**src/hdl/fifo_demo_pkg.sv**
```systemverilog
package fifo_demo_pkg;

    //------------------------------------------------------------
    // payload and display types

    // one fifo entry, also one hex digit on the display
    typedef logic [3:0] nibble_t;

    // abcdefgh order: segment a in bit 7, dot in bit 0
    typedef logic [7:0] seg_t;

    // only segment g lit, the dash for an unused slot
    localparam seg_t empty_sign = 8'b0000_0010;

    //------------------------------------------------------------
    // control and status types

    // one-cycle pulses, already gated by full and empty
    typedef struct packed
    {
        logic push;
        logic pop;
    } strobe_t;

    // debug view of one fifo slot
    typedef struct packed
    {
        logic    valid;
        nibble_t data;
    } slot_t;

    typedef struct packed
    {
        logic       full;
        logic       empty;
        logic [3:0] count;
        nibble_t    head;
    } status_t;

endpackage

```
**src/hdl/key_strobe.sv**
```systemverilog
`timescale 1ns/1ps

module key_strobe
    import fifo_demo_pkg::*;
(
    input                 clk,
    input                 rst_n,
    input        [1:0]    key,
    input  status_t       status,
    output strobe_t       strobe
);

    // two-stage synchronizer, bit 1 is push and bit 0 is pop
    logic [1:0] key_meta;
    logic [1:0] key_sync;
    logic [1:0] key_prev;
    logic [1:0] key_rise;

    always_ff @(posedge clk)
        if (!rst_n)
        begin
            key_meta <= '0;
            key_sync <= '0;
            key_prev <= '0;
        end
        else
        begin
            key_meta <= key;
            key_sync <= key_meta;
            key_prev <= key_sync;
        end

    assign key_rise = key_sync & ~key_prev;

    // a press that arrives while the fifo cannot take it is dropped
    always_ff @(posedge clk)
        if (!rst_n)
            strobe <= '0;
        else
        begin
            strobe.push <= key_rise[1] & ~status.full;
            strobe.pop  <= key_rise[0] & ~status.empty;
        end

endmodule

```
**src/hdl/pattern_source.sv**
```systemverilog
`timescale 1ns/1ps

module pattern_source
    import fifo_demo_pkg::*;
(
    input             clk,
    input             rst_n,
    input  strobe_t   strobe,
    output nibble_t   write_data
);

    //------------------------------------------------------------
    // fixed scramble sequence, indexed by the push counter

    localparam nibble_t pattern [0:15] = '{
        4'h2, 4'h6, 4'hd, 4'hb,
        4'h7, 4'he, 4'hc, 4'h4,
        4'h1, 4'h0, 4'h9, 4'ha,
        4'hf, 4'h5, 4'h8, 4'h3
    };

    logic [3:0] index;

    // wraps naturally at 16
    always_ff @(posedge clk)
        if (!rst_n)
            index <= '0;
        else if (strobe.push)
            index <= index + 4'd1;

    // data for the next push is ready before the strobe comes
    assign write_data = pattern[index];

endmodule

```
**src/hdl/ff_fifo.sv**
```systemverilog
`timescale 1ns/1ps

module ff_fifo
    import fifo_demo_pkg::*;
#(
    parameter depth = 8
)
(
    input                                 clk,
    input                                 rst_n,
    input  strobe_t                       strobe,
    input  nibble_t                       write_data,
    output status_t                       status,
    output slot_t   [depth - 1:0]         slots,
    output logic    [$clog2(depth) - 1:0] wr_ptr,
    output logic    [$clog2(depth) - 1:0] rd_ptr
);

    localparam ptr_w = $clog2(depth);
    localparam logic [ptr_w - 1:0] max_ptr = ptr_w'(depth - 1);

    nibble_t    [depth - 1:0] data;
    logic       [depth - 1:0] valid;
    logic       [3:0]         count;
    logic                     full;
    logic                     empty;

    //------------------------------------------------------------
    // storage, written at wr_ptr

    always_ff @(posedge clk)
        if (strobe.push)
            data[wr_ptr] <= write_data;

    //------------------------------------------------------------
    // pointers and per-slot valid bits

    always_ff @(posedge clk)
        if (!rst_n)
        begin
            wr_ptr <= '0;
            rd_ptr <= '0;
            valid  <= '0;
        end
        else
        begin
            if (strobe.pop)
            begin
                valid[rd_ptr] <= 1'b0;
                rd_ptr        <= (rd_ptr == max_ptr) ? '0 : rd_ptr + 1'b1;
            end

            if (strobe.push)
            begin
                valid[wr_ptr] <= 1'b1;
                wr_ptr        <= (wr_ptr == max_ptr) ? '0 : wr_ptr + 1'b1;
            end
        end

    //------------------------------------------------------------
    // occupancy with registered full and empty flags
    // simultaneous push and pop leaves all three unchanged

    always_ff @(posedge clk)
        if (!rst_n)
        begin
            count <= '0;
            full  <= 1'b0;
            empty <= 1'b1;
        end
        else if (strobe.push & ~strobe.pop)
        begin
            count <= count + 4'd1;
            empty <= 1'b0;
            full  <= (count == 4'(depth - 1));
        end
        else if (strobe.pop & ~strobe.push)
        begin
            count <= count - 4'd1;
            full  <= 1'b0;
            empty <= (count == 4'd1);
        end

    assign status.full  = full;
    assign status.empty = empty;
    assign status.count = count;
    // head reads zero while nothing is stored
    assign status.head  = empty ? '0 : data[rd_ptr];

    always_comb
        for (int i = 0; i < depth; i++)
        begin
            slots[i].valid = valid[i];
            slots[i].data  = data[i];
        end

endmodule

```
**src/hdl/display_scan.sv**
```systemverilog
`timescale 1ns/1ps

module display_scan
    import fifo_demo_pkg::*;
#(
    parameter depth       = 8,
    parameter scan_cycles = 4
)
(
    input                                 clk,
    input                                 rst_n,
    input  slot_t   [depth - 1:0]         slots,
    input  logic    [$clog2(depth) - 1:0] wr_ptr,
    input  logic    [$clog2(depth) - 1:0] rd_ptr,
    output seg_t                          abcdefgh,
    output logic    [depth - 1:0]         digit
);

    localparam ptr_w = $clog2(depth);
    localparam pre_w = (scan_cycles > 1) ? $clog2(scan_cycles) : 1;

    localparam logic [ptr_w - 1:0] last_slot = ptr_w'(depth - 1);
    localparam logic [pre_w - 1:0] last_pre  = pre_w'(scan_cycles - 1);

    logic [pre_w - 1:0] pre;
    logic [ptr_w - 1:0] slot_sel;
    logic               tick;
    slot_t              cur;
    seg_t               seg_next;
    logic [depth - 1:0] digit_next;

    function automatic seg_t hex_font(input nibble_t value);
        case (value)
            4'h0: hex_font = 8'b1111_1100;
            4'h1: hex_font = 8'b0110_0000;
            4'h2: hex_font = 8'b1101_1010;
            4'h3: hex_font = 8'b1111_0010;
            4'h4: hex_font = 8'b0110_0110;
            4'h5: hex_font = 8'b1011_0110;
            4'h6: hex_font = 8'b1011_1110;
            4'h7: hex_font = 8'b1110_0000;
            4'h8: hex_font = 8'b1111_1110;
            4'h9: hex_font = 8'b1111_0110;
            4'ha: hex_font = 8'b1110_1110;
            4'hb: hex_font = 8'b0011_1110;
            4'hc: hex_font = 8'b1001_1100;
            4'hd: hex_font = 8'b0111_1010;
            4'he: hex_font = 8'b1001_1110;
            default: hex_font = 8'b1000_1110;
        endcase
    endfunction

    //------------------------------------------------------------
    // scan timing

    assign tick = (pre == last_pre);

    always_ff @(posedge clk)
        if (!rst_n)
        begin
            pre      <= '0;
            slot_sel <= '0;
        end
        else if (tick)
        begin
            pre      <= '0;
            slot_sel <= (slot_sel == last_slot) ? '0 : slot_sel + 1'b1;
        end
        else
            pre <= pre + 1'b1;

    //------------------------------------------------------------
    // segment pattern for the selected slot

    assign cur = slots[slot_sel];

    always_comb
    begin
        seg_next    = cur.valid ? hex_font(cur.data) : empty_sign;
        seg_next[0] = (slot_sel == wr_ptr) || (slot_sel == rd_ptr);
    end

    // mirrored order, slot 0 sits on the leftmost digit
    always_comb
        for (int j = 0; j < depth; j++)
            digit_next[j] = (slot_sel == ptr_w'(depth - 1 - j));

    always_ff @(posedge clk)
        if (!rst_n)
            digit <= {1'b1, {(depth - 1){1'b0}}};
        else
            digit <= digit_next;

    always_ff @(posedge clk)
        abcdefgh <= seg_next;

endmodule

```
**src/hdl/fifo_demo_top.sv**
```systemverilog
`timescale 1ns/1ps

module fifo_demo_top
    import fifo_demo_pkg::*;
#(
    parameter depth       = 8,
    parameter scan_cycles = 4
)
(
    input                         clk,
    input                         rst_n,
    input        [1:0]            key,
    output seg_t                  abcdefgh,
    output logic [depth - 1:0]    digit,
    output status_t               status
);

    strobe_t                      strobe;
    nibble_t                      write_data;
    slot_t   [depth - 1:0]        slots;
    logic    [$clog2(depth) - 1:0] wr_ptr;
    logic    [$clog2(depth) - 1:0] rd_ptr;

    //------------------------------------------------------------
    // input side and data source

    key_strobe i_key_strobe
    (
        .clk    (clk),
        .rst_n  (rst_n),
        .key    (key),
        .status (status),
        .strobe (strobe)
    );

    pattern_source i_pattern_source
    (
        .clk        (clk),
        .rst_n      (rst_n),
        .strobe     (strobe),
        .write_data (write_data)
    );

    //------------------------------------------------------------
    // buffer and display

    ff_fifo #(.depth (depth)) i_fifo
    (
        .clk        (clk),
        .rst_n      (rst_n),
        .strobe     (strobe),
        .write_data (write_data),
        .status     (status),
        .slots      (slots),
        .wr_ptr     (wr_ptr),
        .rd_ptr     (rd_ptr)
    );

    display_scan #(.depth (depth), .scan_cycles (scan_cycles)) i_display
    (
        .clk      (clk),
        .rst_n    (rst_n),
        .slots    (slots),
        .wr_ptr   (wr_ptr),
        .rd_ptr   (rd_ptr),
        .abcdefgh (abcdefgh),
        .digit    (digit)
    );

endmodule

```
**config.mk**
```make
export PLATFORM = sky130hd
export DESIGN_NAME = fifo_demo_top
export DESIGN_NICKNAME = d
export VERILOG_FILES = /design/src/hdl/fifo_demo_pkg.sv /design/src/hdl/key_strobe.sv /design/src/hdl/pattern_source.sv /design/src/hdl/ff_fifo.sv /design/src/hdl/display_scan.sv /design/src/hdl/fifo_demo_top.sv
export SDC_FILE = /design/constraint.sdc
export NUM_CORES = 1
export LEC_CHECK = 0
export ABC_CLOCK_PERIOD_IN_PS = 2800
export BUFFER_PORTS_ARGS = -buffer_cell sky130_fd_sc_hd__buf_2
export CELL_PAD_IN_SITES_DETAIL_PLACEMENT = 0
export CELL_PAD_IN_SITES_GLOBAL_PLACEMENT = 1
export CORE_ASPECT_RATIO = 0.6
export CORE_UTILIZATION = 48
export CTS_CLUSTER_DIAMETER = 120
export DETAILED_ROUTE_END_ITERATION = 12
export PLACE_DENSITY = 0.84
export SLEW_MARGIN = 5
export SYNTH_ARGS = -nofsm -noshare
export SYNTH_HDL_FRONTEND = slang
export SYNTH_SLANG_ARGS = --single-unit
```
**constraint.sdc**
```tcl
create_clock -name clk -period 2.8 [get_ports clk]
set_input_delay 0.28 -clock clk [delete_from_list [all_inputs] [get_ports clk]]
set_output_delay 0.28 -clock clk [all_outputs]
set_load 0.01 [all_outputs]
```
==> impl_metrics.yaml <==
clock_tree:
  cts_hold_buf: 0
  postCtsSetupBuffers: 0
  cts_tree: "built"
  numClockSinks: 85
  ctsResizeCount: 0
  clock_path_buffers: 2
  clock_latency_ns: 0.34
  htree_levels: 3
  root_buffer: "clkbuf_16"
  numCtsBuffers: 9
  path_clk_slew_ns: 0.06
grt:
  antenna_found_initial: 0
  grt_usage_pct: 20.62
  grt_pass1_vias: 2405
  grt_pass1_wl_mm: 13.22
  grt_max_degree: 44
  grt-ovfl-total: 0
timing:
  fmax_mhz: 427.2
  hold_ws_ns: 0.1477
  relSlewSlack_pct: 42.28
  finClkSkew_ns: 0.006536
  worstMarginPinSlew_ns: 0.8568
  period_share_pct: 83.60
  finalSetupTns_ns: 0
  grt_setup_unrepaired: "false"
  maxSlewViolCount: 0
  hold_violations: 0
  finalSetupViolations: 0
  post-route-min-period_ns: 2.341
finish:
  layout.cells.non_filler: 492
  synthToLayoutAreaGrowth_pct: 13.39
  fillers: 658
  regArea_sq_um: 2022
  fin_nets: 408
  design_area_sq_um: 4608
  drive_above_1_share_pct: 18.49
  diodes: 0
  multi_input_area_sq_um: 1889
critical_path:
  end_kind: "output port"
  required_ns: 2.52
  crit_chain: "mux4_2 -> mux2i_1 -> nor2_1 -> buf_2"
  setup.worst_path.class: "reg -> out"
  path_max_fanout: 10
  cp_slowest_cell: "dfxtp_1"
  max_stage_delay_ns: 0.71
  crit_arrival_ns: 2.06
  start_kind: "flop"
  reg2reg_to: "i_display.abcdefgh[6]$_SDFF_PN0_"
  critical_path.endpoint: "status[0]"
  ff2ff_path_depth: 7
  critPathLaunch: "i_fifo.rd_ptr[0]$_SDFFE_PN0P_"
  reg2reg_slack_ns: 0.56
  worstReg2RegStart: "i_display.slot_sel[1]$_SDFFE_PN0P_"
synthesis:
  yosysTopAreaCellShare_pct: 26.11
  synth_flop_cell: "dfxtp_1"
  yosysSeqAreaShare_pct: 49.75
  synth-seq-cells: 85
  syn_avg_cell_area_sq_um: 11.58
  muxShareOfSynthArea_pct: 14.38
  yosysWarnings: 0
  ys_top_cells_by_count: "53 x dfxtp_1, 32 x edfxtp_1, 25 x ha_1, 23 x nand2_1, 22 x and2_1"
  synth_top_family_by_area: "multiplexers"
  yosys.area_share.simple_pct: 13.58
  synth-edff-count: 32
  async_flop_share_pct: 0
  yosys-top-cells-area: "dfxtp_1 26%, edfxtp_1 24%, mux4_2 7.8%, ha_1 7.7%, mux2i_1 4.4%"
  postSynthCellCount: 351
  synth_area_sq_um: 4064
  synthDistinctLibCells: 50
  synth_most_common_cell: "dfxtp_1"
  synth_top_area_cell: "dfxtp_1"
  syn-num-nets: 380
  synth_compound_area_share_pct: 8.251
  synthAdderAreaFrac_pct: 7.697
  yosys.area_share.xor_xnor_pct: 2.586
worst_hold_path:
  hold_class: "in -> reg"
die:
  fp.dieW_um: 120.8
  die_area_sq_um: 8851
  row_count: 25
  initial_utilization_pct: 50.55
  core_sq_um: 8039
  dieHeight_um: 73.28
  io_pins: 30
drt:
  wl_mm: 8.166
  vias: 2699
  drt_iter0_markers: 275
  drt_first_pass_iters: 5
  antenna_left: 0
  route.detailed.drc: 0
  routed_via_density: 5.486
  post_drt_wl_per_cell_um: 16.60
placed_design:
  place_area_sq_um: 4308
  io_buffers: 29
  place_congestion: 0.8212
  dp.cells: 476
  dp_hpwl_mm: 5.679
power:
  p_total_w: 0.002670
  ir_drop_mv: 0.3014
  power.density_nw_per_um2: 579.4
  p_leak_nw: 1.831
job:
  cap_violations: 0
outcome:
  run_status: "finished, final reports clean"
## per-layer routing
layer  wire length, um  track usage, %  part of all wire [%]  up-vias
li1                  -               -                     -     1310
met4                89           6.996                   1.1        0
met3               502           6.677                   6.1       10
met1              4225           30.57                    52     1288
met2              3348           28.03                    41       91
met5                 0               0                     0        -
## cell families after synthesis
logic type,Yosys count
flip-flops,85
adder cells (fa/ha/maj),25
buffers and inverters,35
AO/OA/AOI/OAI,51
XOR/XNOR,12
AND/OR/NAND/NOR,105
multiplexers,38
## report_power, final
group | total, W | switching, W | internal [W] | leakage, nW
Clock | 0.00119 | 0.000473 | 0.000713 | 0.151
Combinational | 0.000168 | 0.0000925 | 0.0000753 | 0.960
Sequential | 0.00132 | 0.0000183 | 0.00130 | 0.720
Total | 0.00267 | 0.000583 | 0.00209 | 1.83
## area by class of cell
cell class              count  area share [%]
clock buffers              10           5.186
clock inverters             6           1.330
inverters                  15           1.222
multi-input cells         231           41.00
flip-flops and latches     85           43.88
well taps                 108           2.932
repair buffers             37           4.453
## layout by cell type (no fill, tap or decap), types with 2 or more instances in the layout
cell type  synthesis  final
mux2_2             3      3
mux4_2            14     14
and3_1             5      5
and2_1            22     22
nor2_1            21     21
mux2i_1           18     18
xnor2_1            6      6
o22ai_1            2      2
or4_1              2      2
ha_1              25     25
clkbuf_16          0      9
nor2b_1            9      9
edfxtp_1          32     32
a21oi_1            9      9
inv_1             14     15
nand4_1            2      2
xor2_1             6      6
dfxtp_1           53     53
o21ai_0           15     15
nor3b_1            4      4
a211oi_1           3      3
buf_4              3      8
nand3_1            2      2
nor3_1             4      4
o31a_1             2      2
o21a_1             7      7
nand2b_1           8      8
nand2_1           23     23
buf_2              2     29
a22oi_1            2      2
## worst min-delay path by stage
stage	start	slack [ns]	cells past startpoint	to
floorplan	i_key_strobe.key_prev[0]$_SDFF_PN0_	0.37	1	i_key_strobe.strobe[0]$_SDFF_PN0_
global placement	i_key_strobe.key_prev[0]$_SDFF_PN0_	0.38	1	i_key_strobe.strobe[0]$_SDFF_PN0_
detailed placement	i_key_strobe.key_prev[1]$_SDFF_PN0_	0.38	1	i_key_strobe.strobe[1]$_SDFF_PN0_
CTS	key[0]	0.14	2	i_key_strobe.key_meta[0]$_SDFF_PN0_
global route	key[1]	0.14	2	i_key_strobe.key_meta[1]$_SDFF_PN0_
finish	key[0]	0.15	2	i_key_strobe.key_meta[0]$_SDFF_PN0_
## registers in the layout, indices dropped and copies added, names as in the netlist, 2 cells and up
name	count
i_fifo.wr_ptr	3
i_pattern_source.index	4
i_display.abcdefgh	8
i_key_strobe.key_meta	2
i_key_strobe.key_prev	2
i_fifo.count	4
i_display.digit	8
i_fifo.valid	8
i_fifo.rd_ptr	3
i_key_strobe.strobe	2
i_key_strobe.key_sync	2
i_fifo.slots	32
i_display.pre	2
i_display.slot_sel	3
## worst max-delay path: cells and delay by family, from the launching register on
family / cells / cell delay, ns
buffers and inverters: 1 / 0.15
flip-flops: 1 / 0.71
multiplexers: 2 / 0.80
AND/OR/NAND/NOR: 1 / 0.07
## through the flow
step / setup WS [ns] / utilization [%]
2_1_floorplan: 0.4135 / -
3_3_place_gp: 0.6377 / 53.59
3_5_place_dp: 0.5780 / 53.59
4_1_cts: 0.4518 / 57.32
5_1_grt: 0.3488 / 57.32
6_report: 0.4592 / 57.32
Note: power is estimated with default switching activity, not from simulation.
